==> config.mk <==
export PLATFORM = sky130hd
export DESIGN_NAME = tcb_reg_flat
export DESIGN_NICKNAME = d
export VERILOG_FILES = /design/src/design/tcb_pkg.sv /design/src/design/tcb_if.sv /design/src/design/tcb_reg.sv /design/src/flat_wrapper.sv
export SDC_FILE = /design/constraint.sdc
export NUM_CORES = 1
export LEC_CHECK = 0
export BUFFER_PORTS_ARGS = -buffer_cell sky130_fd_sc_hd__buf_2
export CAP_MARGIN = 20
export CORE_MARGIN = 4
export CORE_UTILIZATION = 36
export DETAILED_ROUTE_END_ITERATION = 7
export PLACE_DENSITY = 0.81
export SYNTH_ARGS = -nofsm -noshare
export SYNTH_HDL_FRONTEND = slang
export SYNTH_SLANG_ARGS = --single-unit
export TNS_END_PERCENT = 100
==> constraint.sdc <==
create_clock -name sub -period 0.8 [get_ports sub]
set_input_delay 0.16 -clock sub [delete_from_list [all_inputs] [get_ports sub]]
set_output_delay 0.16 -clock sub [all_outputs]
set_load 0.02 [all_outputs]
==> src/design/tcb_pkg.sv <==
/*
 * tcb bus package
 * bus widths, byte-enable type and the address word union
 */
`default_nettype none

package tcb_pkg;

  ////////////////////////////////////////
  // bus widths
  ////////////////////////////////////////

  // address and data width
  localparam int unsigned AW = 16;
  localparam int unsigned DW = 32;
  // one enable bit per data byte
  localparam int unsigned BW = DW / 8;

  // address field widths, region on top, byte lane at the bottom
  localparam int unsigned RW = 2;
  localparam int unsigned LW = $clog2(BW);
  localparam int unsigned IW = AW - RW - LW;

  // byte enable vector
  typedef logic [BW-1:0] tcb_ben_t;

  ////////////////////////////////////////
  // address word, flat or split into fields
  ////////////////////////////////////////

  typedef union packed {
    logic [AW-1:0] word;
    struct packed {
      logic [RW-1:0] region;
      logic [IW-1:0] index;
      // byte offset, ignored for word access
      logic [LW-1:0] lane;
    } fld;
  } tcb_adr_u;

endpackage

`default_nettype wire

==> src/design/tcb_if.sv <==
/*
 * tcb interface
 * request and response signals of one point to point link
 */
`timescale 1ns/1ns
`default_nettype none

interface tcb_if (
  input logic sub,
  input logic arst_n
);

  // request, driven by the manager
  logic                     vld;
  logic                     wen;
  tcb_pkg::tcb_ben_t        ben;
  tcb_pkg::tcb_adr_u        adr;
  logic [tcb_pkg::DW-1:0]   wdt;

  // response, driven by the subordinate a fixed delay later
  logic [tcb_pkg::DW-1:0]   rdt;
  logic                     err;

  // manager side
  modport man (
    input  sub,
    input  arst_n,
    output vld,
    output wen,
    output ben,
    output adr,
    output wdt,
    input  rdt,
    input  err
  );

  // subordinate side
  modport srv (
    input  sub,
    input  arst_n,
    input  vld,
    input  wen,
    input  ben,
    input  adr,
    input  wdt,
    output rdt,
    output err
  );

endinterface

`default_nettype wire

==> src/design/tcb_reg.sv <==
/*
 * tcb register slice
 * request and response paths, each one optionally registered
 */
`timescale 1ns/1ns
`default_nettype none

module tcb_reg #(
  // register the request path
  parameter bit CFG_REQ_REG = 1'b1,
  // register the response path
  parameter bit CFG_RSP_REG = 1'b1
) (
  // manager connects here
  tcb_if.srv up,
  // subordinate connects here
  tcb_if.man dn
);

  ////////////////////////////////////////
  // request path
  ////////////////////////////////////////

  if (CFG_REQ_REG) begin : gen_req_reg

    // only the valid flag needs a reset
    always_ff @(posedge up.sub or negedge up.arst_n) begin
      if (!up.arst_n) begin
        dn.vld <= 1'b0;
      end else begin
        dn.vld <= up.vld;
      end
    end

    // payload follows the valid one cycle later
    always_ff @(posedge up.sub) begin
      dn.wen <= up.wen;
      dn.ben <= up.ben;
      dn.adr <= up.adr;
      dn.wdt <= up.wdt;
    end

  end else begin : gen_req_wire

    assign dn.vld = up.vld;
    assign dn.wen = up.wen;
    assign dn.ben = up.ben;
    assign dn.adr = up.adr;
    assign dn.wdt = up.wdt;

  end

  ////////////////////////////////////////
  // response path
  ////////////////////////////////////////

  if (CFG_RSP_REG) begin : gen_rsp_reg

    // no valid flag on the response, data and error just shift
    always_ff @(posedge dn.sub) begin
      up.rdt <= dn.rdt;
      up.err <= dn.err;
    end

  end else begin : gen_rsp_wire

    assign up.rdt = dn.rdt;
    assign up.err = dn.err;

  end

  ////////////////////////////////////////
  // checks
  ////////////////////////////////////////

  // valid known on both sides once out of reset
  a_vld_known: assert property (
    @(posedge up.sub) disable iff (!up.arst_n)
    !$isunknown({up.vld, dn.vld})
  );

endmodule

`default_nettype wire

==> src/flat_wrapper.sv <==
// flat-port wrapper written by rule: the top's interface ports become plain ports
module tcb_reg_flat 
#(
                              
  parameter bit CFG_REQ_REG = 1'b1,
                               
  parameter bit CFG_RSP_REG = 1'b1
)
  (sub, arst_n, up_vld, up_wen, up_ben, up_adr, up_wdt, up_rdt, up_err, dn_vld, dn_wen, dn_ben, dn_adr, dn_wdt, dn_rdt, dn_err);
  tcb_if up_i (.sub(sub), .arst_n(arst_n));
  tcb_if dn_i (.sub(sub), .arst_n(arst_n));
  input wire logic sub;
  input wire logic arst_n;
  input wire logic [$bits(up_i.vld)-1:0] up_vld;
  input wire logic [$bits(up_i.wen)-1:0] up_wen;
  input wire logic [$bits(up_i.ben)-1:0] up_ben;
  input wire logic [$bits(up_i.adr)-1:0] up_adr;
  input wire logic [$bits(up_i.wdt)-1:0] up_wdt;
  output wire logic [$bits(up_i.rdt)-1:0] up_rdt;
  output wire logic [$bits(up_i.err)-1:0] up_err;
  output wire logic [$bits(dn_i.vld)-1:0] dn_vld;
  output wire logic [$bits(dn_i.wen)-1:0] dn_wen;
  output wire logic [$bits(dn_i.ben)-1:0] dn_ben;
  output wire logic [$bits(dn_i.adr)-1:0] dn_adr;
  output wire logic [$bits(dn_i.wdt)-1:0] dn_wdt;
  input wire logic [$bits(dn_i.rdt)-1:0] dn_rdt;
  input wire logic [$bits(dn_i.err)-1:0] dn_err;
  assign up_i.vld = up_vld;
  assign up_i.wen = up_wen;
  assign up_i.ben = up_ben;
  assign up_i.adr = up_adr;
  assign up_i.wdt = up_wdt;
  assign up_rdt = up_i.rdt;
  assign up_err = up_i.err;
  assign dn_vld = dn_i.vld;
  assign dn_wen = dn_i.wen;
  assign dn_ben = dn_i.ben;
  assign dn_adr = dn_i.adr;
  assign dn_wdt = dn_i.wdt;
  assign dn_i.rdt = dn_rdt;
  assign dn_i.err = dn_err;
  tcb_reg #(.CFG_REQ_REG(CFG_REQ_REG), .CFG_RSP_REG(CFG_RSP_REG)) u_core (.up(up_i), .dn(dn_i));
endmodule
Word-level counts from Yosys, hierarchy flattened
Index checks and enable logic that the tools add are counted.
{"block": "totals", "inputBits": 89, "register_bits": 87, "wordCells": 7, "out_inout_bits": 87}

Longest topological paths before layout
{"block": "depth", "depth_word": 0, "ltp_mapped": 0, "mapped_depth_nobuf": 0}

Least setup slack after synthesis
Ideal clock, no wire load.
{"block": "synth_timing", "path_type": "register to output", "start": "register u_core.dn.vld", "end": "output port dn_vld", "t_required_ns": 0.640, "path_slack_ns": 0.224, "arrival_ns": 0.416, "path_buffers": 0, "path_stages_with_launch": 1, "path_cell_list": "dfrtp_1"}
{"item": "start, declared", "line": "tcb_if.sv:28", "source": "output vld,"}
{"item": "end, declared", "line": "flat_wrapper.sv:21", "source": "output wire logic [$bits(dn_i.vld)-1:0] dn_vld;"}
No word-level cell between the ends.

Worst setup path in the final report
{"block": "layout_timing", "start": "register u_core.dn.vld", "end": "output port dn_vld"}
No word-level cell between the ends.

==> summary.md <==
| Metric | Value |
|---|---|
| Worst Path Required | `0.64 ns` |
| Die Wd | `77.7 um` |
| Multi-input logic area | `0 um^2` |
| Compound-Gate Fraction of Synth Area | `0%` |
| Comb_multi_in | `0` |
| Util after Layout | `93.2%` |
| Avg WL per Cell | `19.8 um` |
| Clock sink count | `87` |
| Row Count | `25` |
| Measured slew at the worst slew-check pin | `0.106 ns` |
| Final hold violations | `0` |
| Die Ht | `77.7 um` |
| MaxCap Viol Count | `0` |
| Element type at the critical path end | `output pin` |
| Delay-heaviest family, CP | `flip-flops` |
| Reg clk slew, reported paths | `0.07 ns` |
| Port Buffers | `175` |
| Ordered cell list for the critical path | `buf_6` |
| Post-Syn Area | `1750 um^2` |
| IO Pins | `176` |
| Crit path kind | `register to output pin` |
| CP max stage delay | `0.39 ns` |
| GRT Total Usage | `28.8%` |
| Critical Path Slowest Stage Cell | `dfrtp_1` |
| Vias/cell | `4.11` |
| XOR/XNOR share of the synthesized area | `0%` |
| Area Overhead vs Synth | `152%` |
| Fin nets | `450` |
| Top fanout value on the critical path | `1` |
| Initial Utilization | `37.0%` |
| Core area | `4720 um^2` |
| Layout cells sized above 1 | `75.0%` |
| Cells taking the most area after synthesis | `dfxtp_1 99%, dfrtp_1 1.4%` |
| Synth unique cells | `2` |
| Drt pass-1 iters | `4` |
| TritonCTS Buffers | `9` |
| Slew margin rel. | `92.9%` |
| Post-synthesis sequential area ratio | `100%` |
| Simple-Gate Fraction of Synth Area | `0%` |
| CP startpoint kind | `register` |
| Post-route minimum period | `1.02 ns` |
| Mux cell area share after synthesis | `0%` |
| Drt drc | `0` |
| DRT antenna net count | `0` |
| Setup violators final | `87` |
| RSZ-0062 raised after global routing | `yes` |
| Fin. max-slew vios | `0` |
| Bufs and invs on worst path | `1` |
| LEAKAGE | `2.06 nW` |
| Post-CTS setup buffer count | `0` |
| Initial antenna violation count | `0` |
| CTS root buffer | `clkbuf_8` |
| Failing checks | `negative setup slack` |
| Synth Warn # | `0` |
| Gp weighted congestion | `0.729` |
| Synthesized flop and latch total | `87` |
| Largest net degree at the start of global routing | `13` |
| Post-Route WL | `8540 um` |
| Die footprint | `6030 um^2` |
| Gate Count Post-Synth | `87` |
| Top cell type's share of synthesized area | `98.6%` |
| Number of global-route vias before repair | `2182` |
| Initial DRC count | `36` |
| Avg Cell Area, Syn | `20.1 um^2` |
| Status | `complete, but fails checks` |
| Most frequent cells in the layout | `88 x dlygate4sd3_1, 88 x buf_2, 87 x buf_6` |
| HPWL Detailed | `3840 um` |
| Post-Syn Nets | `176` |
| H-tree Lvls | `3` |
| Max Freq | `982 MHz` |
| Total grt overflow | `0` |
| Hold crit path type | `input port to async pin` |
| Critical Path AT | `0.86 ns` |
| Routed vias | `1772` |
| Post-synth top area cell | `dfxtp_1` |
| PwrDens | `2010 nW/um^2` |
| Clock Path Buffers | `2` |
| Adder-cell area share of the yosys netlist | `0%` |
| Maximum VDD drop | `1730 uV` |
| FILL cells | `148` |
| Pre-CTS WS | `0.132 ns` |
| Number of diodes | `0` |
| CTS tree | `done` |
| First-pass GRT wire length | `12300 um` |
| Final WS setup | `-0.219 ns` |
| Period utilisation layout | `127%` |
## sequential cells by signal, indices dropped and copies added (netlist names)
name           count
u_core.dn.wen      1
u_core.dn.adr     16
u_core.dn.ben      4
u_core.dn.wdt     32
u_core.dn.vld      1
u_core.up.rdt     32
u_core.up.err      1
## path summary, 6_finish.rpt
kind	start	end	slack [ns]	cells past startpoint
worst max-delay path	u_core.dn.vld$_DFF_PN0_	dn_vld	-0.22	1
min in group sub	up_wdt[19]	u_core.dn.wdt[19]$_DFF_P_	0.45	2
worst min-delay path	arst_n	u_core.dn.vld$_DFF_PN0_	0.15	2
max in group asynchronous	arst_n	u_core.dn.vld$_DFF_PN0_	0.57	2
## layer usage
metal | share of wire, % | global-route usage, % | vias to the layer above
li1 | - | - | 812
met1 | 32 | 25.6 | 825
met2 | 57 | 56.7 | 121
met3 | 8.8 | 10.4 | 14
met4 | 1.9 | 12.1 | 0
met5 | 0 | 0 | -
## cell usage after synthesis, drive strengths merged
cell / number
dfrtp: 1
dfxtp: 86
## final cells by class
type                  instances  area, um^2  area share [%]
timing repair buffer        263        2300            52.3
sequential                   87        1850            42.1
clock buffer                 13         159            3.61
tap                          67        83.8            1.90
clock inverter                1        5.00           0.114
## repair_timing
action,CTS,global route
endpoints found under the hold margin,88,0
hold buffers,88,0
cloned,0,0
resized for setup,257,3
setup endpoints to repair,87,87
## power breakdown
| group | switching (W) | total (W) | internal (W) |
|---|---|---|---|
| clock | 0.00143 | 0.00269 | 0.00126 |
| combinational | 0.000568 | 0.00142 | 0.000850 |
| sequential | 0.000132 | 0.00474 | 0.00461 |
| total | 0.00213 | 0.00885 | 0.00673 |
## metrics by stage
step	TNS, ns	power [W]	hold slack, ns	std cells	instance area [um^2]
after floorplan	0	0.00502	-0.136	87	1750
after global placement	0	0.00544	-0.0577	329	2710
after detailed placement	0	0.00547	-0.0585	329	2710
after CTS	-13.46	0.00872	0.113	431	4400
after global routing	-14.75	0.00909	0.151	431	4400
final	-13.15	0.00885	0.145	431	4400
## cells by family after synthesis
kind of cell  after synthesis
flip-flops                 87
No activity file was read; power rests on OpenSTA's default activity.
