===== src/design/tcb_pkg.sv =====
/*
 * tcb bus package
 * bus widths, byte-enable type and the address word union
 */
`default_nettype none

package tcb_pkg;

  ////////////////////////////////////////
  // bus widths
  ////////////////////////////////////////

  // address and data width
  localparam int unsigned AW = 16;
  localparam int unsigned DW = 32;
  // one enable bit per data byte
  localparam int unsigned BW = DW / 8;

  // address field widths, region on top, byte lane at the bottom
  localparam int unsigned RW = 2;
  localparam int unsigned LW = $clog2(BW);
  localparam int unsigned IW = AW - RW - LW;

  // byte enable vector
  typedef logic [BW-1:0] tcb_ben_t;

  ////////////////////////////////////////
  // address word, flat or split into fields
  ////////////////////////////////////////

  typedef union packed {
    logic [AW-1:0] word;
    struct packed {
      logic [RW-1:0] region;
      logic [IW-1:0] index;
      // byte offset, ignored for word access
      logic [LW-1:0] lane;
    } fld;
  } tcb_adr_u;

endpackage

`default_nettype wire


===== src/design/tcb_map_pkg.sv =====
/*
 * tcb memory map package
 * region codes, csr word offsets and the id register value
 */
`default_nettype none

package tcb_map_pkg;

  ////////////////////////////////////////
  // regions, top bits of the address
  ////////////////////////////////////////

  // word memory
  localparam logic [tcb_pkg::RW-1:0] REG_MEM = 2'd0;
  // control and status registers
  localparam logic [tcb_pkg::RW-1:0] REG_CSR = 2'd1;
  // regions 2 and 3 are unmapped

  ////////////////////////////////////////
  // csr word indices
  ////////////////////////////////////////

  // read-only id
  localparam logic [tcb_pkg::IW-1:0] CSR_ID   = 12'd0;
  // scratch registers, byte writable
  localparam logic [tcb_pkg::IW-1:0] CSR_SCR0 = 12'd1;
  localparam logic [tcb_pkg::IW-1:0] CSR_SCR1 = 12'd2;

  // value returned by the id register
  localparam logic [tcb_pkg::DW-1:0] ID_VALUE = 32'h7cb0_0100;

endpackage

`default_nettype wire


===== src/design/tcb_if.sv =====
/*
 * tcb interface
 * request and response signals of one point to point link
 */
`timescale 1ns/1ns
`default_nettype none

interface tcb_if (
  input logic sub,
  input logic arst_n
);

  // request, driven by the manager
  logic                     vld;
  logic                     wen;
  tcb_pkg::tcb_ben_t        ben;
  tcb_pkg::tcb_adr_u        adr;
  logic [tcb_pkg::DW-1:0]   wdt;

  // response, driven by the subordinate a fixed delay later
  logic [tcb_pkg::DW-1:0]   rdt;
  logic                     err;

  // manager side
  modport man (
    input  sub,
    input  arst_n,
    output vld,
    output wen,
    output ben,
    output adr,
    output wdt,
    input  rdt,
    input  err
  );

  // subordinate side
  modport srv (
    input  sub,
    input  arst_n,
    input  vld,
    input  wen,
    input  ben,
    input  adr,
    input  wdt,
    output rdt,
    output err
  );

endinterface

`default_nettype wire


===== src/design/tcb_csr.sv =====
/*
 * tcb control and status registers
 * read-only id, two byte-writable scratch words, error on illegal access
 */
`timescale 1ns/1ns
`default_nettype none

module tcb_csr (
  tcb_if.srv bus
);

  // scratch storage
  logic [tcb_pkg::DW-1:0] scr0_q;
  logic [tcb_pkg::DW-1:0] scr1_q;

  // index hits
  logic hit_id;
  logic hit_scr0;
  logic hit_scr1;
  // refused access
  logic bad;
  // read mux output
  logic [tcb_pkg::DW-1:0] rd_mux;

  // merge new bytes into an old word under byte enables
  function automatic logic [tcb_pkg::DW-1:0] byte_merge(
    input logic [tcb_pkg::DW-1:0] old_w,
    input logic [tcb_pkg::DW-1:0] new_w,
    input tcb_pkg::tcb_ben_t      ben
  );
    logic [tcb_pkg::DW-1:0] res;
    res = old_w;
    for (int b = 0; b < tcb_pkg::BW; b++) begin
      if (ben[b]) res[8*b +: 8] = new_w[8*b +: 8];
    end
    return res;
  endfunction

  ////////////////////////////////////////
  // decode
  ////////////////////////////////////////

  assign hit_id   = (bus.adr.fld.index == tcb_map_pkg::CSR_ID);
  assign hit_scr0 = (bus.adr.fld.index == tcb_map_pkg::CSR_SCR0);
  assign hit_scr1 = (bus.adr.fld.index == tcb_map_pkg::CSR_SCR1);

  // id is read only, nothing lives above scr1
  assign bad = bus.wen ? !(hit_scr0 || hit_scr1)
                       : !(hit_id || hit_scr0 || hit_scr1);

  // writes and refused reads give zero
  assign rd_mux = (bus.wen || bad) ? '0                    :
                  hit_id           ? tcb_map_pkg::ID_VALUE :
                  hit_scr0         ? scr0_q                : scr1_q;

  ////////////////////////////////////////
  // registers
  ////////////////////////////////////////

  always_ff @(posedge bus.sub or negedge bus.arst_n) begin
    if (!bus.arst_n) begin
      scr0_q  <= '0;
      scr1_q  <= '0;
      bus.err <= 1'b0;
    end else if (bus.vld) begin
      if (bus.wen && hit_scr0) scr0_q <= byte_merge(scr0_q, bus.wdt, bus.ben);
      if (bus.wen && hit_scr1) scr1_q <= byte_merge(scr1_q, bus.wdt, bus.ben);
      bus.err <= bad;
    end
  end

  // read data one cycle after the request
  always_ff @(posedge bus.sub) begin
    if (bus.vld) begin
      bus.rdt <= rd_mux;
    end
  end

  // decoder only sends csr region traffic here
  a_region: assert property (
    @(posedge bus.sub) disable iff (!bus.arst_n)
    bus.vld |-> (bus.adr.fld.region == tcb_map_pkg::REG_CSR)
  );

endmodule

`default_nettype wire


===== src/flat_wrapper.sv =====
// flat-port wrapper written by rule: the top's interface ports become plain ports
module tcb_csr_flat 
  (sub, arst_n, bus_vld, bus_wen, bus_ben, bus_adr, bus_wdt, bus_rdt, bus_err);
  tcb_if bus_i (.sub(sub), .arst_n(arst_n));
  input wire logic sub;
  input wire logic arst_n;
  input wire logic [$bits(bus_i.vld)-1:0] bus_vld;
  input wire logic [$bits(bus_i.wen)-1:0] bus_wen;
  input wire logic [$bits(bus_i.ben)-1:0] bus_ben;
  input wire logic [$bits(bus_i.adr)-1:0] bus_adr;
  input wire logic [$bits(bus_i.wdt)-1:0] bus_wdt;
  output wire logic [$bits(bus_i.rdt)-1:0] bus_rdt;
  output wire logic [$bits(bus_i.err)-1:0] bus_err;
  assign bus_i.vld = bus_vld;
  assign bus_i.wen = bus_wen;
  assign bus_i.ben = bus_ben;
  assign bus_i.adr = bus_adr;
  assign bus_i.wdt = bus_wdt;
  assign bus_rdt = bus_i.rdt;
  assign bus_err = bus_i.err;
  tcb_csr u_core (.bus(bus_i));
endmodule

===== config.mk =====
export PLATFORM = sky130hd
export DESIGN_NAME = tcb_csr_flat
export DESIGN_NICKNAME = d
export VERILOG_FILES = /design/src/design/tcb_pkg.sv /design/src/design/tcb_map_pkg.sv /design/src/design/tcb_if.sv /design/src/design/tcb_csr.sv /design/src/flat_wrapper.sv
export SDC_FILE = /design/constraint.sdc
export NUM_CORES = 1
export LEC_CHECK = 0
export BUFFER_PORTS_ARGS = -buffer_cell sky130_fd_sc_hd__buf_2
export CAP_MARGIN = 10
export CORE_MARGIN = 2
export CORE_UTILIZATION = 58
export CTS_CLUSTER_SIZE = 40
export DETAILED_ROUTE_END_ITERATION = 10
export PLACE_DENSITY = 0.91
export SETUP_SLACK_MARGIN = 0.15
export SYNTH_ARGS = -nofsm -noshare
export SYNTH_HDL_FRONTEND = slang
export SYNTH_SLANG_ARGS = --single-unit

===== constraint.sdc =====
create_clock -name sub -period 1.19 [get_ports sub]
set_input_delay 0 -clock sub [delete_from_list [all_inputs] [get_ports sub]]
set_output_delay 0 -clock sub [all_outputs]
set_load 0.02 [all_outputs]

---- Word level (Yosys, flattened, before mapping) ----
Index checks and enable logic that the tools add are counted.
Widths: inputs -> output; s select.
operators by class
  $add $sub $neg .......................... 0
  multiply operators ...................... 0
  divide/modulo/power cells ............... 0
  $lt $le $gt $ge ......................... 0
  equal/unequal tests ..................... 2
  shift operators ......................... 0
  muxes and demuxes ....................... 3
  bitwise logic cells ..................... 0
  reduce and logical (&&, ||, !) cells .... 18
operators with widths
  cell                 count
  $mux 32              1
  $mux 31              1
  $reduce_and 3->1     8
  $eq 12x1->1 const B  1
  $eq 12x2->1 const B  1
  $logic_not 12->1     1
  $logic_or 1x1->1     4
  $logic_and 1x1->1    2
  $logic_not 1->1      2
  $reduce_or 2->1      1
  $mux 1               1
word-level totals
  register bits ........................... 97
  bits in latches ......................... 0
  memory bits (writable) .................. 0
  memory bits (read-only) ................. 0
  input port bits ......................... 56
  output and inout bits ................... 33
  memories ................................ 0

---- Longest topological paths before layout ----
Gate-level depths: netlist (run 1).
  depth after elaboration ................. 7
  mapped depth ............................ 6
  gate-level depth less buffers ........... 4

---- Worst setup path after synthesis (run 1) ----
Ideal clock, no wire load.
  kind .................................... input to register
  from .................................... in bus_adr[11]
  to ...................................... reg u_core.scr1_q[25] in the netlist's numbering
  setup time .............................. 128 ps
  arrival time ............................ 1282 ps
  data required time ...................... 1062 ps
  path slack .............................. -220 ps
  stages on the path ...................... 5
  buffers on the path ..................... 1
  path through ............................ nor4_1 > and3_1 > buf_2 > nand4_4 > mux2_1
between the ends
  cells in the longest elaborated chain, start to end .. 3
RTL lines
  element                     line                RTL
  start: declaration          flat_wrapper.sv:10  input wire logic [$bits(bus_i.adr)-1:0] bus_adr;
  $eq 12x2->1                 tcb_csr.sv:45       assign hit_scr1 = (bus.adr.fld.index == tcb_map_pkg::CSR_SCR1);
  $logic_and 1x1->1           tcb_csr.sv:67       if (bus.wen && hit_scr1) scr1_q <= byte_merge(scr1_q, bus.wdt, bus.ben);
  $reduce_and 3->1 (no line)  --
  end signal: assignment      tcb_csr.sv:67
  end: declaration            tcb_csr.sv:14       logic [tcb_pkg::DW-1:0] scr1_q;
No other way between the ends.
A chain may end at the register's enable or synchronous reset.

---- Worst setup path in the final report (run 1) ----
  from .................................... in bus_adr[6]
  to ...................................... reg u_core.scr0_q[31] in the netlist's numbering
between the ends
  cells in the longest elaborated chain, start to end .. 3
RTL lines
  element                     line           RTL
  $eq 12x1->1                 tcb_csr.sv:44  assign hit_scr0 = (bus.adr.fld.index == tcb_map_pkg::CSR_SCR0);
  $logic_and 1x1->1           tcb_csr.sv:66  if (bus.wen && hit_scr0) scr0_q <= byte_merge(scr0_q, bus.wdt, bus.ben);
  $reduce_and 3->1 (no line)  --
  end signal: assignment      tcb_csr.sv:66
  end: declaration            tcb_csr.sv:13  logic [tcb_pkg::DW-1:0] scr0_q;
No other way between the ends.

==> flow_metrics.py, run 1 <==
metrics = {
    "global_route": {
        "grt_pass1_vias": 3153,
        "grt_max_degree": 66,
        "global_route.usage.met2_pct": 47.4,
        "grt_pass1_wl_um": 15100,
        "busiest_layer": "met2",
        "grt_usage_pct": 26.7,
        "gr-usage-met3_pct": 6.88,
        "use_met1_pct": 31.5,
        "gr-total-overflow": 0,
        "antenna_found_initial": 0,
    },
    "timing": {
        "period_minus_slack_ns": 1.16,
        "finalHoldViolCount": 0,
        "grt_setup_unrepaired": "true",
        "setup-tns-final_ns": 0,
        "setup_viol": 0,
        "max_slew_margin_pct": 76.6,
        "fmaxAchievable_mhz": 859,
        "skew_ns": 0.00516,
        "tightest_slew_ns": 0.350,
        "maxSlewViolCount": 0,
        "worst_slack_ns": 0.0263,
        "min_period_over_period_pct": 97.8,
    },
    "clock_network": {
        "cts_max_level": 3,
        "cts_tree": "done",
        "insertion_delay_ns": 0.36,
        "clockBufferDepth": 2,
        "cts_made_buffers": 9,
        "cts_root_buf": "clkbuf_8",
        "cts_sinks": 97,
        "cts.clk_slew.worst_paths_ns": 0.09,
    },
    "critical_path": {
        "timing.rr.end": "u_core.bus.rdt[20]$_SDFFCE_PP0P_",
        "cp.arrival_ns": 1.42,
        "r2r_cells": 2,
        "cp_data_required_time_ns": 1.44,
        "cp-start-kind": "input pin",
        "crit_fanout": 8,
        "endpoint_kind": "flip-flop",
        "rrSetupSlack_ns": 0.30,
        "critPathKind": "input pin to flip-flop",
        "regToRegStartpoint": "u_core.scr1_q[20]$_DFFE_PN0P_",
    },
    "placed_design": {
        "place_ws_ns": -0.401,
        "gp_congestion": 0.790,
        "io_buffers": 84,
        "dp_hpwl_um": 5930,
    },
    "pwr": {
        "switching_power_mw": 1.40,
        "pwr-share-comb_pct": 7.7,
        "p_leak_nw": 2.63,
        "clockPowerShare_pct": 38.5,
        "swShare_pct": 21.5,
        "vdd_drop_max_mv": 0.914,
        "power.density_mw_per_mm2": 1150,
        "p_seq_share_pct": 53.9,
        "p_int_mw": 5.10,
    },
    "route": {
        "antenna_left": 0,
        "drt_drc_violations_left": 0,
        "drt_iter0_markers": 207,
        "dr.pass1.iters": 4,
        "via_per_inst": 5.56,
        "detail_route.wl_per_cell_um": 18.4,
        "num_vias": 2986,
        "finalWirelength_um": 9900,
    },
    "layout": {
        "syn_to_final_growth_pct": 38.2,
        "drive_above_1_share_pct": 49.9,
        "fillers": 353,
        "final_cell_mix": "78 x buf_2, 65 x dfrtp_1, 58 x mux2_2",
        "final_common_cell": "buf_2",
        "diodes": 0,
        "nNetsFinal": 492,
    },
    "floorplan": {
        "die_w_um": 87.8,
        "die_height_um": 87.8,
        "core_area_mm2": 0.00679,
        "ios": 89,
        "dieArea_mm2": 0.00771,
        "start_util_pct": 60.0,
        "num_rows": 30,
    },
    "synthesis": {
        "yosysWarnings": 0,
        "netlist_instances": 288,
        "netlist_area_mm2": 0.00408,
        "synth.distinct_cells": 25,
        "synth_nets": 344,
        "syn_area_per_cell_um2": 14.2,
        "yosysSeqAreaShare_pct": 63.5,
        "ys_seq_elements": 97,
    },
    "min_path": {
        "hold_depth": 3,
        "holdCritPathClass": "input pin to flip-flop",
        "hp-start": "bus_wen",
        "holdPathEnd": "u_core.bus.err$_DFFE_PN0P_",
    },
    "run_status": {
        "status": "finished, final reports clean",
    },
    "run": {
        "drv_cap": 0,
    },
}
cells in the mapped netlist:
master	n	area, um2
a21oi_1	24	120
a41oi_1	1	8.76
and2_1	2	12.5
and3_1	3	18.8
buf_1	3	11.3
buf_2	2	10.0
buf_4	1	7.51
clkbuf_1	6	22.5
dfrtp_1	65	1630
edfxtp_1	32	961
mux2_1	6	67.6
mux2_2	58	653
mux2i_1	9	90.1
nand2_1	47	176
nand3_1	3	15.0
nand3_2	2	20.0
nand4_4	6	128
nor2_1	3	11.3
nor3_1	1	5.00
nor4_1	1	6.26
nor4_2	1	12.5
nor4b_2	1	15.0
nor4b_4	1	23.8
o21ai_0	9	45.0
xor2_1	1	8.76
critical path, stage by stage:
cell and delay (ns):
buf_6 0.10, nor4_4 0.36, and3_4 0.28, buf_12 0.12
nand4_4 0.20, mux2_4 0.36
worst max path at each step:
stage / startpoint / to / slack [ns] / depth (start not counted)
after CTS: bus_adr[12] / u_core.scr0_q[23]$_DFFE_PN0P_ / 0.06 / 6
after detailed placement: bus_adr[2] / u_core.scr1_q[25]$_DFFE_PN0P_ / -0.40 / 6
final: bus_adr[6] / u_core.scr0_q[31]$_DFFE_PN0P_ / 0.03 / 6
after floorplan: bus_adr[4] / u_core.scr0_q[30]$_DFFE_PN0P_ / -0.15 / 5
after global routing: bus_adr[6] / u_core.scr0_q[23]$_DFFE_PN0P_ / -0.01 / 6
after global placement: bus_adr[8] / u_core.scr0_q[23]$_DFFE_PN0P_ / -0.38 / 6
layer usage:
| layer | wire length, um | vias up |
|---|---|---|
| li1 | - | 1344 |
| met1 | 3820 | 1507 |
| met2 | 5280 | 120 |
| met3 | 610 | 15 |
| met4 | 187 | 0 |
| met5 | 0 | - |
registers in the layout (all words and copies together) (netlist names):
register        flops
u_core.bus.err      1
u_core.scr0_q      32
u_core.bus.rdt     32
u_core.scr1_q      32
power by group through the flow:
stage	sequential (mW)	combinational, mW	clock, mW
2_1_floorplan	3.63	0.0530	0
3_3_place_gp	3.57	0.375	0
3_5_place_dp	3.57	0.387	0
4_1_cts	3.50	0.485	2.54
5_1_grt	3.50	0.533	2.66
6_report	3.50	0.499	2.50
through the flow:
stage / cells / total power, mW / utilization [%] / hold slack, ns / instance area (um2)
after floorplan: 288 / 3.68 / - / -0.296 / 4200
after global placement: 478 / 3.94 / 71.7 / 0.0361 / 4870
after detailed placement: 478 / 3.95 / 71.7 / 0.0498 / 4870
after CTS: 531 / 6.52 / 81.0 / 0.0576 / 5500
after global routing: 537 / 6.70 / 82.9 / 0.0865 / 5640
final: 537 / 6.50 / 82.9 / 0.0687 / 5640
cells by family (layout without fill, tap and decap cells):
logic type / Yosys count / after routing / share of synthesized area [%]
buffers and inverters: 12 / 165 / 1.26
AOI/OAI and AO/OA: 34 / 34 / 4.27
DFF: 97 / 97 / 63.5
xor gates and xnor gates: 1 / 1 / 0.215
and+or+nand+nor: 71 / 71 / 10.9
muxes: 73 / 73 / 19.9
final cells by class:
class / instances / area (um2) / area share, %
tap: 96 / 120 / 2.13
clock inverter: 6 / 108 / 1.91
timing repair buffer: 149 / 1130 / 20.0
sequential: 97 / 2590 / 45.9
clock buffer: 10 / 128 / 2.26
multi-input combinational: 179 / 1570 / 27.8
repair_timing:
| action | in CTS | in global routing |
|---|---|---|
| buffers inserted | 4 | 4 |
| hold endpoints to repair | 129 | 0 |
| pin swaps | 5 | 7 |
| hold buffers | 33 | 0 |
| endpoints found under the setup margin | 70 | 85 |
| cloned | 0 | 2 |
| resized for setup | 9 | 26 |
Power figures use the tool's default switching activity.
==> inputs of run 2 (changes only) <==
--- a/config.mk
+++ b/config.mk
@@ -12,4 +12,6 @@
 export CTS_CLUSTER_SIZE = 40
 export DETAILED_ROUTE_END_ITERATION = 10
+export GPL_ROUTABILITY_DRIVEN = 0
+export HOLD_SLACK_MARGIN = 0.03
 export PLACE_DENSITY = 0.91
 export SETUP_SLACK_MARGIN = 0.15
==> constraint.sdc (replaced) <==
create_clock -name sub -period 1.19 [get_ports sub]
set_input_delay 0.119 -clock sub [delete_from_list [all_inputs] [get_ports sub]]
set_output_delay 0.119 -clock sub [all_outputs]
set_load 0.02 [all_outputs]
==> run 2 against run 1 <==
Against the previous run: the run now ends with negative setup slack left; cell area grew 11%; sequential share of layout area decreased by 4.6 points; critical path depth stayed put; clock skew is 0.0027 ns higher; register-to-register slack got worse by 0.07 ns; non-clock buffer count is 13 higher; utilization up 9.3 points; final cell count is 2.6% higher; combinational power up 12%; maximum frequency fell by 16%; largest cell class unchanged.
==> flow_metrics.py, run 2 (synthesis results as in run 1) <==
metrics = {
    "run_status": {
        "status": "finished, violations left",
        "failed_checks": "negative setup slack",
    },
    "route": {
        "antenna_left": 0,
        "dr.pass1.iters": 4,
        "num_vias": 3273,
        "via_per_inst": 5.94,
        "drt_iter0_markers": 303,
        "finalWirelength_um": 13600,
        "drt_drc_violations_left": 0,
        "detail_route.wl_per_cell_um": 24.8,
    },
    "global_route": {
        "grt_pass1_wl_um": 18200,
        "global_route.usage.met2_pct": 57.8,
        "grt_usage_pct": 32.5,
        "busiest_layer": "met2",
        "gr-total-overflow": 0,
        "antenna_found_initial": 1,
        "grt_pass1_vias": 3394,
        "use_met1_pct": 39.0,
        "grt_max_degree": 66,
        "gr-usage-met3_pct": 5.28,
    },
    "clock_network": {
        "cts_sinks": 97,
        "clockBufferDepth": 2,
        "cts_root_buf": "clkbuf_8",
        "cts.clk_slew.worst_paths_ns": 0.09,
        "insertion_delay_ns": 0.37,
        "cts_max_level": 3,
        "cts_made_buffers": 9,
        "cts_tree": "done",
    },
    "critical_path": {
        "critPathKind": "input pin to flip-flop",
        "cp.arrival_ns": 1.64,
        "max_stage_delay_ns": 0.39,
        "crit_path_cell_trace": "buf_6 -> nor4_4 -> and3_4 -> buf_12 -> nand4_4 -> mux2_4",
        "cp_data_required_time_ns": 1.45,
        "regToRegStartpoint": "u_core.scr1_q[8]$_DFFE_PN0P_",
        "crit_fanout": 8,
        "rrSetupSlack_ns": 0.23,
        "r2r_cells": 2,
        "timing.rr.end": "u_core.bus.rdt[8]$_SDFFCE_PP0P_",
        "cp-start-kind": "input pin",
        "crit_slowest_cell": "nor4_4",
        "endpoint_kind": "flip-flop",
    },
    "min_path": {
        "holdPathEnd": "u_core.scr0_q[29]$_DFFE_PN0P_",
        "hold_depth": 2,
        "holdCritPathClass": "input pin to flip-flop",
        "hp-start": "bus_wdt[29]",
    },
    "timing": {
        "skew_ns": 0.00791,
        "max_slew_margin_pct": 75.7,
        "tightest_slew_ns": 0.362,
        "period_minus_slack_ns": 1.39,
        "worst_slack_ns": -0.199,
        "setup-tns-final_ns": -8.76,
        "min_period_over_period_pct": 117,
        "maxSlewViolCount": 0,
        "grt_setup_unrepaired": "true",
        "finalHoldViolCount": 0,
        "fmaxAchievable_mhz": 720,
        "setup_viol": 96,
    },
    "floorplan": {
        "ios": 89,
        "num_rows": 30,
        "core_area_mm2": 0.00679,
        "dieArea_mm2": 0.00771,
        "die_height_um": 87.8,
        "start_util_pct": 60.0,
        "die_w_um": 87.8,
    },
    "layout": {
        "final_util_pct": 92.2,
        "nNetsFinal": 505,
        "syn_to_final_growth_pct": 53.7,
        "drive_above_1_share_pct": 60.8,
        "reg.largest.list": "u_core.bus.rdt: 32 flops, u_core.scr0_q: 32 flops, u_core.scr1_q: 32 flops",
        "final_cell_mix": "65 x dfrtp_1, 61 x buf_2, 48 x mux2_2",
        "final_common_cell": "dfrtp_1",
        "layout.cells.non_filler": 551,
    },
    "pwr": {
        "p_seq_share_pct": 53.0,
        "vdd_drop_max_mv": 0.895,
        "swShare_pct": 22.4,
        "switching_power_mw": 1.48,
        "p_leak_nw": 2.83,
        "power.density_mw_per_mm2": 1060,
        "p_int_mw": 5.13,
        "pwr-share-comb_pct": 8.4,
        "clockPowerShare_pct": 38.5,
    },
    "placed_design": {
        "dp_hpwl_um": 6080,
        "place_ws_ns": -0.512,
        "io_buffers": 84,
        "dp.cells": 480,
    },
    "run": {
        "drv_cap": 0,
    },
}
==> run 2: layout make-up <==
class	count	area, um2
Sequential cell	97	2590
Multi-Input combinational cell	179	1850
Timing Repair Buffer	162	1470
Fill cell	211	529
Clock buffer	10	128
Tap cell	96	120
Clock inverter	6	108
Antenna cell	1	2.50
==> run 2: layer usage <==
metal	vias to the layer above	wire (um)
met4	0	551
met5	-	0
li1	1366	-
met2	182	7350
met3	50	902
met1	1675	4840
==> run 2: repair_timing <==
action,4_1_cts,5_1_grt
setup buffers,12,4
hold endpoints to repair,115,4
gates resized for setup,100,51
cloned,4,2
setup endpoints to repair,99,113
hold buffers,29,3
pin swaps,15,10
==> run 2: critical path: cells and delay by family <==
family,cells,cell delay [ns]
simple gates,3,0.90
mux,1,0.39
buf+inv,2,0.23
==> run 2: power groups by stage <==
stage	sequential, mW	combinational, mW	clock (mW)
floorplan	3.63	0.0530	0
global placement	3.57	0.375	0
detailed placement	3.57	0.387	0
CTS	3.50	0.495	2.49
global route	3.51	0.584	2.67
finish	3.51	0.558	2.55
==> run 2: how the worst max path moves through the flow <==
stage | startpoint | slack, ns | endpoint
5_1_grt | bus_adr[10] | -0.24 | u_core.scr0_q[23]$_DFFE_PN0P_
3_3_place_gp | bus_adr[8] | -0.49 | u_core.scr0_q[23]$_DFFE_PN0P_
6_report | bus_adr[10] | -0.20 | u_core.scr0_q[23]$_DFFE_PN0P_
4_1_cts | bus_adr[4] | -0.12 | u_core.scr1_q[23]$_DFFE_PN0P_
2_1_floorplan | bus_adr[4] | -0.27 | u_core.scr0_q[30]$_DFFE_PN0P_
3_5_place_dp | bus_adr[8] | -0.51 | u_core.scr0_q[31]$_DFFE_PN0P_
==> run 2: metrics by stage <==
| step | total power [mW] | hold WS [ns] | area (um2) |
|---|---|---|---|
| 6_report | 6.61 | 0.0403 | 6260 |
| 5_1_grt | 6.77 | 0.0416 | 6260 |
| 3_5_place_dp | 3.95 | 0.170 | 4870 |
| 3_3_place_gp | 3.94 | 0.154 | 4870 |
| 2_1_floorplan | 3.68 | -0.177 | 4200 |
| 4_1_cts | 6.49 | 0.0319 | 5960 |
