--- config.mk ---
export PLATFORM = sky130hd
export DESIGN_NAME = tcb_dec_flat
export DESIGN_NICKNAME = d
export VERILOG_FILES = /design/src/design/tcb_pkg.sv /design/src/design/tcb_map_pkg.sv /design/src/design/tcb_if.sv /design/src/design/tcb_dec.sv /design/src/flat_wrapper.sv
export SDC_FILE = /design/constraint.sdc
export NUM_CORES = 1
export LEC_CHECK = 0
export BUFFER_PORTS_ARGS = -buffer_cell sky130_fd_sc_hd__buf_2
export CORE_AREA = 2 2 102 104
export CTS_CLUSTER_SIZE = 25
export DETAILED_ROUTE_END_ITERATION = 10
export DIE_AREA = 0 0 104 106
export PLACE_DENSITY_LB_ADDON = 0.3
export SETUP_SLACK_MARGIN = 0.5
export SLEW_MARGIN = 15
export SYNTH_ARGS = -nofsm -noshare
export SYNTH_HDL_FRONTEND = slang
export SYNTH_SLANG_ARGS = --single-unit
export TNS_END_PERCENT = 20
--- constraint.sdc ---
create_clock -name sub -period 1.3 [get_ports sub]
set_clock_uncertainty 0.15 [all_clocks]
set_input_delay 0.065 -clock sub [delete_from_list [all_inputs] [get_ports sub]]
set_output_delay 0.065 -clock sub [all_outputs]
set_load 0.02 [all_outputs]
--- src/design/tcb_pkg.sv ---
/*
 * tcb bus package
 * bus widths, byte-enable type and the address word union
 */
`default_nettype none

package tcb_pkg;

  ////////////////////////////////////////
  // bus widths
  ////////////////////////////////////////

  // address and data width
  localparam int unsigned AW = 16;
  localparam int unsigned DW = 32;
  // one enable bit per data byte
  localparam int unsigned BW = DW / 8;

  // address field widths, region on top, byte lane at the bottom
  localparam int unsigned RW = 2;
  localparam int unsigned LW = $clog2(BW);
  localparam int unsigned IW = AW - RW - LW;

  // byte enable vector
  typedef logic [BW-1:0] tcb_ben_t;

  ////////////////////////////////////////
  // address word, flat or split into fields
  ////////////////////////////////////////

  typedef union packed {
    logic [AW-1:0] word;
    struct packed {
      logic [RW-1:0] region;
      logic [IW-1:0] index;
      // byte offset, ignored for word access
      logic [LW-1:0] lane;
    } fld;
  } tcb_adr_u;

endpackage

`default_nettype wire

--- src/design/tcb_map_pkg.sv ---
/*
 * tcb memory map package
 * region codes, csr word offsets and the id register value
 */
`default_nettype none

package tcb_map_pkg;

  ////////////////////////////////////////
  // regions, top bits of the address
  ////////////////////////////////////////

  // word memory
  localparam logic [tcb_pkg::RW-1:0] REG_MEM = 2'd0;
  // control and status registers
  localparam logic [tcb_pkg::RW-1:0] REG_CSR = 2'd1;
  // regions 2 and 3 are unmapped

  ////////////////////////////////////////
  // csr word indices
  ////////////////////////////////////////

  // read-only id
  localparam logic [tcb_pkg::IW-1:0] CSR_ID   = 12'd0;
  // scratch registers, byte writable
  localparam logic [tcb_pkg::IW-1:0] CSR_SCR0 = 12'd1;
  localparam logic [tcb_pkg::IW-1:0] CSR_SCR1 = 12'd2;

  // value returned by the id register
  localparam logic [tcb_pkg::DW-1:0] ID_VALUE = 32'h7cb0_0100;

endpackage

`default_nettype wire

--- src/design/tcb_if.sv ---
/*
 * tcb interface
 * request and response signals of one point to point link
 */
`timescale 1ns/1ns
`default_nettype none

interface tcb_if (
  input logic sub,
  input logic arst_n
);

  // request, driven by the manager
  logic                     vld;
  logic                     wen;
  tcb_pkg::tcb_ben_t        ben;
  tcb_pkg::tcb_adr_u        adr;
  logic [tcb_pkg::DW-1:0]   wdt;

  // response, driven by the subordinate a fixed delay later
  logic [tcb_pkg::DW-1:0]   rdt;
  logic                     err;

  // manager side
  modport man (
    input  sub,
    input  arst_n,
    output vld,
    output wen,
    output ben,
    output adr,
    output wdt,
    input  rdt,
    input  err
  );

  // subordinate side
  modport srv (
    input  sub,
    input  arst_n,
    input  vld,
    input  wen,
    input  ben,
    input  adr,
    input  wdt,
    output rdt,
    output err
  );

endinterface

`default_nettype wire

--- src/design/tcb_dec.sv ---
/*
 * tcb address decoder
 * routes requests to memory or csr, answers unmapped ones with an error
 * and steers the responses back by a registered select
 */
`timescale 1ns/1ns
`default_nettype none

module tcb_dec #(
  // number of memory words
  parameter int unsigned MEM_WORDS = 256
) (
  tcb_if.srv up,
  tcb_if.man mem,
  tcb_if.man csr
);

  // request side select
  logic sel_mem;
  logic sel_csr;
  logic sel_err;

  // response side select, one cycle behind
  logic rsp_mem;
  logic rsp_csr;
  logic rsp_err;

  ////////////////////////////////////////
  // request decode
  ////////////////////////////////////////

  // memory region, index must be inside the array
  assign sel_mem = up.vld
                && (up.adr.fld.region == tcb_map_pkg::REG_MEM)
                && (32'(up.adr.fld.index) < MEM_WORDS);

  // csr region, the block itself checks the index
  assign sel_csr = up.vld && (up.adr.fld.region == tcb_map_pkg::REG_CSR);

  // everything else is answered here
  assign sel_err = up.vld && !sel_mem && !sel_csr;

  // valid only to the selected target
  assign mem.vld = sel_mem;
  assign csr.vld = sel_csr;

  // payload is shared by both targets
  assign mem.wen = up.wen;
  assign mem.ben = up.ben;
  assign mem.adr = up.adr;
  assign mem.wdt = up.wdt;

  assign csr.wen = up.wen;
  assign csr.ben = up.ben;
  assign csr.adr = up.adr;
  assign csr.wdt = up.wdt;

  ////////////////////////////////////////
  // response steering
  ////////////////////////////////////////

  // matches the one cycle target latency
  always_ff @(posedge up.sub or negedge up.arst_n) begin
    if (!up.arst_n) begin
      rsp_mem <= 1'b0;
      rsp_csr <= 1'b0;
      rsp_err <= 1'b0;
    end else begin
      rsp_mem <= sel_mem;
      rsp_csr <= sel_csr;
      rsp_err <= sel_err;
    end
  end

  // local error returns zero data
  assign up.rdt = rsp_mem ? mem.rdt :
                  rsp_csr ? csr.rdt : '0;
  assign up.err = rsp_mem ? mem.err :
                  rsp_csr ? csr.err : rsp_err;

  // never two targets at once
  a_sel_onehot: assert property (
    @(posedge up.sub) disable iff (!up.arst_n)
    $onehot0({mem.vld, csr.vld})
  );

endmodule

`default_nettype wire

--- src/flat_wrapper.sv ---
// flat-port wrapper written by rule: the top's interface ports become plain ports
module tcb_dec_flat 
#(
                           
  parameter int unsigned MEM_WORDS = 256
)
  (sub, arst_n, up_vld, up_wen, up_ben, up_adr, up_wdt, up_rdt, up_err, mem_vld, mem_wen, mem_ben, mem_adr, mem_wdt, mem_rdt, mem_err, csr_vld, csr_wen, csr_ben, csr_adr, csr_wdt, csr_rdt, csr_err);
  tcb_if up_i (.sub(sub), .arst_n(arst_n));
  tcb_if mem_i (.sub(sub), .arst_n(arst_n));
  tcb_if csr_i (.sub(sub), .arst_n(arst_n));
  input wire logic sub;
  input wire logic arst_n;
  input wire logic [$bits(up_i.vld)-1:0] up_vld;
  input wire logic [$bits(up_i.wen)-1:0] up_wen;
  input wire logic [$bits(up_i.ben)-1:0] up_ben;
  input wire logic [$bits(up_i.adr)-1:0] up_adr;
  input wire logic [$bits(up_i.wdt)-1:0] up_wdt;
  output wire logic [$bits(up_i.rdt)-1:0] up_rdt;
  output wire logic [$bits(up_i.err)-1:0] up_err;
  output wire logic [$bits(mem_i.vld)-1:0] mem_vld;
  output wire logic [$bits(mem_i.wen)-1:0] mem_wen;
  output wire logic [$bits(mem_i.ben)-1:0] mem_ben;
  output wire logic [$bits(mem_i.adr)-1:0] mem_adr;
  output wire logic [$bits(mem_i.wdt)-1:0] mem_wdt;
  input wire logic [$bits(mem_i.rdt)-1:0] mem_rdt;
  input wire logic [$bits(mem_i.err)-1:0] mem_err;
  output wire logic [$bits(csr_i.vld)-1:0] csr_vld;
  output wire logic [$bits(csr_i.wen)-1:0] csr_wen;
  output wire logic [$bits(csr_i.ben)-1:0] csr_ben;
  output wire logic [$bits(csr_i.adr)-1:0] csr_adr;
  output wire logic [$bits(csr_i.wdt)-1:0] csr_wdt;
  input wire logic [$bits(csr_i.rdt)-1:0] csr_rdt;
  input wire logic [$bits(csr_i.err)-1:0] csr_err;
  assign up_i.vld = up_vld;
  assign up_i.wen = up_wen;
  assign up_i.ben = up_ben;
  assign up_i.adr = up_adr;
  assign up_i.wdt = up_wdt;
  assign up_rdt = up_i.rdt;
  assign up_err = up_i.err;
  assign mem_vld = mem_i.vld;
  assign mem_wen = mem_i.wen;
  assign mem_ben = mem_i.ben;
  assign mem_adr = mem_i.adr;
  assign mem_wdt = mem_i.wdt;
  assign mem_i.rdt = mem_rdt;
  assign mem_i.err = mem_err;
  assign csr_vld = csr_i.vld;
  assign csr_wen = csr_i.wen;
  assign csr_ben = csr_i.ben;
  assign csr_adr = csr_i.adr;
  assign csr_wdt = csr_i.wdt;
  assign csr_i.rdt = csr_rdt;
  assign csr_i.err = csr_err;
  tcb_dec #(.MEM_WORDS(MEM_WORDS)) u_core (.up(up_i), .mem(mem_i), .csr(csr_i));
endmodule
# ---- Word level (Yosys, flattened, before mapping)
# Index checks and enable logic that the tools add are counted.
# W data, S select, Z words.
dict set report classes {
  n_addsub 0
  multipliers 0
  n_div 0
  order_cmp 1
  eq_ne 1
  shifts 0
  n_mux 4
  n_bitwise 0
  n_reduce_logical 8
}
# op count
set op_table {}
lappend op_table {{$mux W32} 2}
lappend op_table {{$lt A12 B9 Y1 const B} 1}
lappend op_table {{$logic_and A1 B1 Y1} 5}
lappend op_table {{$eq A2 B1 Y1 const B} 1}
lappend op_table {{$logic_not A1 Y1} 2}
lappend op_table {{$logic_not A2 Y1} 1}
lappend op_table {{$mux W1} 2}
dict set report word_totals {
  regBits 3
  latchBits 0
  ram_bits 0
  rom_bits 0
  wordCells 17
  mem_count 0
}

# ---- Depth between registers and ports, before layout
# Gate-level depths: netlist (run 1).
dict set report depth {
  ltp_word 6
  depth_mapped 4
  mapped_depth_nobuf 2
}

# ---- Worst setup path after synthesis (run 1)
# Ideal clock, no wire load.
dict set report synth_path {
  path_kind {flip-flop to output port}
  startpoint {reg u_core.rsp_mem}
  endpoint {out up_err}
  arrival_ns 1.187
  required_time_ns 1.085
  path_slack_ns -0.102
  stages_incl_launch_ff 4
  n_path_buf 2
  cell_sequence {dfrtp_1 > buf_2 > clkbuf_1 > o21ai_0}
}
dict set report synth_via {
  elab_chain_len 1
}
# item line_no
set synth_lines {}
lappend synth_lines {{from (decl)} tcb_dec.sv:24} ;# logic rsp_mem;
lappend synth_lines {{from (signal assigned)} tcb_dec.sv:69} ;# rsp_mem <= sel_mem;
lappend synth_lines {{$mux W1} tcb_dec.sv:78} ;# assign up.err = rsp_mem ? mem.err :
lappend synth_lines {{to (decl)} flat_wrapper.sv:19} ;# output wire logic [$bits(up_i.err)-1:0] up_err;
# Every way passes these cells.

# ---- Worst setup path after layout (run 1)
dict set report layout_path {
  startpoint {reg u_core.rsp_mem}
  endpoint {out up_rdt[27]}
}
dict set report layout_via {
  elab_chain_len 1
}
# item line_no
set layout_lines {}
lappend layout_lines {{$mux W32} tcb_dec.sv:76} ;# assign up.rdt = rsp_mem ? mem.rdt :
lappend layout_lines {{to (decl)} flat_wrapper.sv:18} ;# output wire logic [$bits(up_i.rdt)-1:0] up_rdt;
# Every way passes these cells.

==> results.ini, run 1 <==
[pwr]
power_frac_comb=0.522
p_sw_frac=0.327
irDropWorstVdd_v=0.000190
power.leakage_uw=0.000998
cell_internal_pwr_uw=521
seqPwrFrac=0.128
powerDensity_nw_per_um2=429
p_clk_frac=0.350
p_sw_uw=253
total_power_uw=774

[drt]
viasPerCell=3.35
drt-initial-drc-count=44
drc=0
drt_first_pass_iters=4
ant_nets=0
routedWlPerCell_um=13.3
vias=1065
wirelength_um=4220

[final_layout]
layout_common_cells=buf_2, a22o_4, buf_6, buf_4
syn_to_final_growth_pct=41.9
num_antenna_cells=0
fillers=1105
final_common_cell=buf_2
finish.net_count=305
multiInputGateArea_um2=652
post-route-util=0.180
drive_gt1_frac=0.940
final-seq-area_um2=76.3

[global_route]
gr-usage-all-layers=0.0696
first_global_vias=1061
antenna_found_initial=0
grt_max_degree=36
grt_overflow_total=0
grt_pass1_wl_um=6000

[synthesis]
ys_types=13
synth_ff_type=dfrtp_1
synth-seq-cells=3
synthArstFlopShare=1.00
synth_area_um2=1270
yosysSeqAreaShare=0.0591
synth_nets=281
syn_area_per_cell_um2=8.00
yosys_warnings=0
synthCells=159
synth-edff-count=0

[cts]
clock_sinks=3
cts_max_path_buffers=2
ctsHoldBuffers=1
cts_tree=done
cts_buffers=3
htree_num_levels=1
clkSlewWorstSetupHoldPaths_ps=30
clockRootBuffer=clkbuf_8

[run_status]
outcome=complete, but fails checks
violations=hold timing, setup timing

[setup_path]
cpMaxStageDelayCell=dfrtp_2
endpoint_kind=primary output
cp.arrival_ps=1290
cp.required_ps=1090
worstPathMaxFanout=6
path_buf_inv=2
crit_type=reg2out
path_cells=nor2b_4, buf_4, a22o_4, buf_2
worst_path_largest_cell_delay_ps=430
crit_path_start_kind=flip-flop
path_delay_family=flip-flops

[die]
initial_core_util=0.127
die_area_um2=11000
die_y_um=106
boundaryPins=263
fp.dieW_um=104
num_rows=37
core_area_um2=10000

[place]
globalplace.congestion=0.664
port_buffers=121
hpwl_um=3670

[sta]
period_share=1.16
slew_violations=0
rsz0062_at_grt=yes
tns_ps=-5810
hold_viol_final=95
fin_hold_ws_ps=-23.5
worst_slew_pin_slew_ps=227
setup_slack_ps=-204
finalSetupViolCount=34
fmax_mhz=665
slew-limit-headroom=0.848
min_period_ps=1500

[job]
drv_cap=0

[min_path]
min-delay-path-class=in2reg

synth_stat cells (2+ instances only):
library cell,instances,area (um2)
clkbuf_1,3,11.3
dfrtp_1,3,75.1
nor2b_1,2,12.5
o21ai_0,2,10.0
a22o_1,31,272
nand2_1,3,11.3
buf_4,106,796
buf_2,4,20.0
worst paths after layout:
path | cells after the start | slack, ps | to | start
worst max-delay path | 4 | -200 | up_rdt[27] | u_core.rsp_mem$_DFF_PN0_
worst min-delay path | 2 | -20 | u_core.rsp_err$_DFF_PN0_ | up_vld
max in group asynchronous | 2 | 840 | u_core.rsp_mem$_DFF_PN0_ | arst_n
min in group asynchronous | 2 | 40 | u_core.rsp_csr$_DFF_PN0_ | arst_n
power groups by stage:
stage                     Clock [uW]  Combinational, uW  Sequential [uW]
after floorplan                    0                614              100
after global routing             286                432             99.8
final                            271                404             99.4
after detailed placement           0                375              101
after global placement             0                371              100
after CTS                        281                409             99.5
flip-flops by register name (all words and copies together), names as in the netlist:
register,count
u_core.rsp_csr,1
u_core.rsp_err,1
u_core.rsp_mem,1
area by class of cell:
cell class | count | area share
Clock buffer | 4 | 0.0250
Multi-Input combinational cell | 43 | 0.361
Sequential cell | 3 | 0.0423
Tap cell | 136 | 0.0943
Timing Repair Buffer | 132 | 0.477
routing by layer:
layer  vias up  track usage  wire (um)
met5         -            0          0
met4         0       0.0569        311
met3        35       0.0497        826
met2       114        0.119       1960
met1       434       0.0528       1120
li1        482            -          -
kinds of logic (layout without fill, tap and decap cells):
group                  after synthesis  after routing  synth area share
DFF                                  3              3            0.0591
buffers and inverters              113            136             0.651
and+or+nand+nor                      8              8            0.0531
muxes                                1              1           0.00787
AOI/OAI and AO/OA                   34             34             0.229
repair_timing:
action	CTS	global route
endpoints found under the setup margin	37	37
pin swaps	2	1
buffers inserted	0	0
hold endpoints to repair	98	95
gates resized for setup	46	1
per-stage QoR:
| stage | worst slack (ps) | cells | instance area [um2] |
|---|---|---|---|
| 3_3_place_gp | -112 | 313 | 1600 |
| 6_report | -204 | 318 | 1800 |
| 2_1_floorplan | -17.0 | 159 | 1620 |
| 3_5_place_dp | -136 | 313 | 1600 |
| 5_1_grt | -266 | 318 | 1800 |
| 4_1_cts | -241 | 318 | 1800 |
(Power assumes the default switching activity.)
==> inputs of run 2 (changes only) <==
- BUFFER_PORTS_ARGS: -buffer_cell sky130_fd_sc_hd__buf_2 -> -buffer_cell sky130_fd_sc_hd__buf_4
- PLACE_DENSITY_LB_ADDON: 0.3 -> unset
==> run 2 against run 1 <==
- the flow still finishes with violations (hold timing, setup timing)
- flip-flop and latch count stayed put
- power is 9.0% higher
- global-route usage is 1.4 points higher
- core utilization is 2.0 points higher
==> results.ini, run 2 (synthesis gave the netlist of run 1 again) <==
[final_layout]
fin_area_um2=2000  ; +11%
finish.net_count=303  ; -0.66%
reg_top3=u_core.rsp_csr x1, u_core.rsp_err x1, u_core.rsp_mem x1
final_common_cell=buf_4
syn_to_final_growth_pct=57.6
num_antenna_cells=0  ; unchanged
finalNonFillerCells=316  ; -0.63%
fillers=1109  ; +0.36%
drive_gt1_frac=0.939  ; about the same
layout_common_cells=buf_4, a22o_4, buf_6, nand2_1, clkbuf_8

[cts]
postCtsSetupBuffers=0  ; unchanged
htree_num_levels=1  ; unchanged
cts_max_path_buffers=2  ; unchanged
clock_sinks=3  ; unchanged
cts_tree=done
ctsHoldBuffers=1  ; unchanged
clkSlewWorstSetupHoldPaths_ps=30  ; about the same
clockRootBuffer=clkbuf_8
cts_buffers=3  ; unchanged

[global_route]
antenna_found_initial=0  ; unchanged
grt_overflow_total=0  ; unchanged
grt_pass1_wl_um=7100  ; +18%
first_global_vias=1150  ; +8.4%
grt_max_degree=36  ; unchanged
gr-usage-all-layers=0.0840  ; +0.0144

[pwr]
p_sw_uw=253  ; -0.23%
irDropWorstVdd_v=0.000188  ; -0.65%
power.leakage_uw=0.00106  ; +5.8%
p_sw_frac=0.299  ; -0.0277
p_clk_frac=0.315  ; -0.035
total_power_uw=844  ; +9.0%
cell_internal_pwr_uw=592  ; +13%
power_frac_comb=0.567  ; +0.045
seqPwrFrac=0.118  ; -0.010
powerDensity_nw_per_um2=421  ; -1.8%

[setup_path]
cp.arrival_ps=1320  ; +30 ps
path_cells=nor2b_4, buf_12, a22o_1, buf_4
endpoint_kind=primary output
worstPathMaxFanout=31  ; +25
crit_path_start_kind=flip-flop
cpMaxStageDelayCell=dfrtp_2
crit_start=u_core.rsp_mem$_DFF_PN0_
worst_path_largest_cell_delay_ps=430  ; about the same
critPathCapture=up_rdt[30]
cp.required_ps=1090  ; about the same
crit_type=reg2out

[drt]
vias=1116  ; +4.8%
routedWlPerCell_um=15.8  ; +19%
ant_nets=0  ; unchanged
drc=0  ; unchanged
viasPerCell=3.53  ; +5.5%
wirelength_um=4980  ; +18%
drt_first_pass_iters=3  ; -1
drt-initial-drc-count=59  ; +34%

[sta]
fmax_mhz=652  ; -1.9%
period_share=1.18  ; +0.0222
setup_slack_ps=-233  ; -28.8 ps
fin_hold_ws_ps=-31.2  ; -7.75 ps
rsz0062_at_grt=yes
slew-limit-headroom=0.844  ; -0.00433
hold_viol_final=95  ; unchanged
tns_ps=-6290  ; -481 ps
min_period_ps=1530  ; +28.8 ps
worst_slew_pin_slew_ps=234  ; +7.45 ps
finalSetupViolCount=34  ; unchanged
slew_violations=0  ; unchanged

[die]
num_rows=37  ; unchanged
fp.dieW_um=104  ; unchanged
initial_core_util=0.127  ; unchanged
boundaryPins=263  ; unchanged
core_area_um2=10000  ; unchanged
die_y_um=106  ; unchanged
die_area_um2=11000  ; unchanged

[min_path]
hold_start=up_vld
min-delay-path-class=in2reg

[place]
hpwl_um=4350  ; +19%
port_buffers=121  ; unchanged
placed_area_um2=1890  ; +18%
globalplace.congestion=0.685  ; +3.2%
dp_cells=311  ; -0.64%

[job]
drv_cap=0  ; unchanged

[run_status]
outcome=complete, but fails checks
violations=hold timing, setup timing

## run 2: cell types whose count changed in the layout (fill, tap and decap cells not counted)
cell,before,now
buf_2,96,0
buf_4,11,112
buf_6,22,15
## run 2: what timing repair did
item,CTS,global route
pin swaps,1,0
endpoints found under the setup margin,36,37
hold endpoints to repair,98,95
resized for setup,9,7
## run 2: worst max-delay path: cells and delay by family, from the launching register on
| kind | cells | cell delay (ps) |
|---|---|---|
| buffers and inverters | 2 | 360 |
| DFF | 1 | 430 |
| and+or+nand+nor | 1 | 130 |
| AOI/OAI and AO/OA | 1 | 160 |
## run 2: area by class of cell
class,instances,area [um2],share of cell area
Clock buffer,4,45.0,0.0225
Sequential cell,3,76.3,0.0381
Tap cell,136,170,0.0849
Timing Repair Buffer,130,1060,0.529
Multi-Input combinational cell,43,652,0.325
## run 2: how the worst min path moves through the flow
stage | cells past startpoint | slack [ps] | to
after floorplan | 0 | -380 | u_core.rsp_csr$_DFF_PN0_
after global placement | 1 | -290 | u_core.rsp_err$_DFF_PN0_
after detailed placement | 1 | -290 | u_core.rsp_err$_DFF_PN0_
after CTS | 2 | -40 | u_core.rsp_err$_DFF_PN0_
after global routing | 2 | -30 | u_core.rsp_err$_DFF_PN0_
final | 2 | -30 | u_core.rsp_err$_DFF_PN0_
## run 2: metrics by stage
stage,setup WS [ps],utilization
finish,-233,0.200
global route,-278,0.200
CTS,-249,0.198
detailed placement,-145,0.189
global placement,-127,0.189
floorplan,-17.0,-
## run 2: per-layer routing
metal / up-vias / share of wire / track usage / wire length, um
li1: 479 / - / - / -
met1: 477 / 0.29 / 0.0702 / 1430
met2: 135 / 0.50 / 0.150 / 2500
met3: 25 / 0.18 / 0.0582 / 887
met4: 0 / 0.033 / 0.0425 / 164
met5: - / 0 / 0 / 0
## run 2: power groups by stage
stage,sequential (uW),clock [uW],combinational [uW]
floorplan,100,0,614
global placement,101,0,464
detailed placement,101,0,469
CTS,99.6,276,480
global route,100,285,508
finish,99.6,266,479
==> inputs of run 3 (changes only) <==
- BUFFER_PORTS_ARGS: -buffer_cell sky130_fd_sc_hd__buf_4 -> -buffer_cell sky130_fd_sc_hd__buf_2
==> run 3 against run 2 <==
- the flow still finishes with violations (hold timing, setup timing)
- die area is the same
- via count grew 2.0%
- hold slack better by 11 ps
- count of clock-buffer cells in the layout stayed put
- critical path depth up 1
- first-iteration DRC count rose by 15%
- flip-flop and latch count unchanged
- design area shrank 2.3%
- sequential power about the same
==> results.ini, run 3 (synthesis gave the netlist of run 1 again) <==
[final_layout]
final_common_cell=buf_2
layout_common_cells=buf_2, buf_6, a22o_4, buf_4
final-seq-area_um2=76.3  ; unchanged
fin_area_um2=1960  ; -2.3%
drive_gt1_frac=0.957  ; +0.0176
syn_to_final_growth_pct=53.9
finish.net_count=307  ; +1.3%
multiInputGateArea_um2=671  ; +2.9%
fillers=1080  ; -2.6%
finalNonFillerCells=320  ; +1.3%
num_antenna_cells=0  ; unchanged
reg_top3=u_core.rsp_csr x1, u_core.rsp_err x1, u_core.rsp_mem x1

[cts]
htree_num_levels=1  ; unchanged
ctsHoldBuffers=1  ; unchanged
cts_buffers=3  ; unchanged
clockRootBuffer=clkbuf_8
cts_max_path_buffers=2  ; unchanged
clock_sinks=3  ; unchanged
clkSlewWorstSetupHoldPaths_ps=30  ; about the same
cts_tree=done

[die]
die_area_um2=11000  ; unchanged
num_rows=37  ; unchanged
core_area_um2=10000  ; unchanged
initial_core_util=0.127  ; unchanged
boundaryPins=263  ; unchanged
die_y_um=106  ; unchanged
fp.dieW_um=104  ; unchanged

[pwr]
irDropWorstVdd_v=0.000328  ; +74%
power.leakage_uw=0.00105  ; -0.69%
powerDensity_nw_per_um2=419  ; -0.59%
total_power_uw=820  ; -2.9%

[place]
hpwl_um=4160  ; -4.3%
globalplace.congestion=0.667  ; -2.6%
dp_cells=311  ; unchanged
placed_area_um2=1590  ; -16%
port_buffers=121  ; unchanged

[setup_path]
crit_path_start_kind=flip-flop
crit_cells=5  ; +1
path_cells=nor2b_4, buf_12, clkbuf_16, a22o_4, buf_6
worst_path_largest_cell_delay_ps=370  ; -60 ps
worstPathMaxFanout=7  ; -77%
endpoint_kind=primary output
path_buf_inv=3  ; +1
cp.arrival_ps=1360  ; +40 ps
path_delay_family=buffers and inverters
crit_type=reg2out
cpMaxStageDelayCell=dfrtp_1
cp.required_ps=1090  ; about the same

[global_route]
grt_max_degree=36  ; unchanged
grt_overflow_total=0  ; unchanged
antenna_found_initial=0  ; unchanged
grt_pass1_wl_um=6900  ; -2.8%
first_global_vias=1097  ; -4.6%
gr-usage-all-layers=0.0830  ; -0.00104

[drt]
wirelength_um=5220  ; +4.8%
drt-initial-drc-count=68  ; +15%
routedWlPerCell_um=16.3  ; +3.5%
drt_first_pass_iters=2  ; -1
ant_nets=0  ; unchanged
viasPerCell=3.56  ; +0.70%
drc=0  ; unchanged
vias=1138  ; +2.0%

[sta]
min_period_ps=1580  ; +44.3 ps
hold_viol_final=95  ; unchanged
fin_hold_ws_ps=-20.6  ; +10.6 ps
period_share=1.21  ; +0.0341
setup_slack_ps=-277  ; -44.3 ps
worst_slew_pin_slew_ps=237  ; +2.99 ps
slew_violations=0  ; unchanged
slew-limit-headroom=0.842  ; -0.00199
fmax_mhz=634  ; -2.8%
rsz0062_at_grt=yes
finalSetupViolCount=34  ; unchanged

[min_path]
hold_depth=2  ; unchanged
min-delay-path-class=in2reg

[run_status]
outcome=complete, but fails checks
violations=hold timing, setup timing

[job]
drv_cap=0  ; unchanged

-- run 3: report_power, final --
group          internal [uW]  total [uW]  switching, uW
registers               98.0        99.8           1.90
clock network            209         268           59.5
logic                    243         452            209
total                    550         820            270
-- run 3: cell type report --
type,instances,area share
multi-input combinational,43,0.343
timing repair buffer,134,0.508
sequential,3,0.0390
clock buffer,4,0.0230
tap,136,0.0870
-- run 3: layer usage --
metal | part of all wire | vias up | track usage | routed length (um)
met5 | 0 | - | 0 | 0
met4 | 0.042 | 0 | 0.0454 | 220
met3 | 0.16 | 27 | 0.0515 | 825
met2 | 0.54 | 137 | 0.159 | 2800
met1 | 0.26 | 487 | 0.0628 | 1380
li1 | - | 487 | - | -
-- run 3: final timing paths --
kind                                     startpoint                  endpoint  slack, ps
max                        u_core.rsp_csr$_DFF_PN0_                 up_rdt[0]       -280
min                                      up_adr[15]  u_core.rsp_err$_DFF_PN0_        -20
max in group asynchronous                    arst_n  u_core.rsp_mem$_DFF_PN0_        820
min in group asynchronous                    arst_n  u_core.rsp_csr$_DFF_PN0_         60
-- run 3: per-stage QoR --
step	util	setup slack, ps	hold slack, ps	setup TNS (ps)
global route	0.196	-315	-28.4	-8210
finish	0.196	-277	-20.6	-6890
global placement	0.159	-131	-285	-320
CTS	0.187	-299	-29.4	-7490
detailed placement	0.159	-156	-280	-436
floorplan	-	-17.0	-381	-17.0
-- run 3: repair_timing --
action                                  in CTS  in global routing
gates cloned                                 1                  1
pin swaps                                    3                  3
endpoints found under the setup margin      37                 37
gates resized for setup                     56                 18
setup buffers                                1                  1
hold endpoints to repair                    98                 95
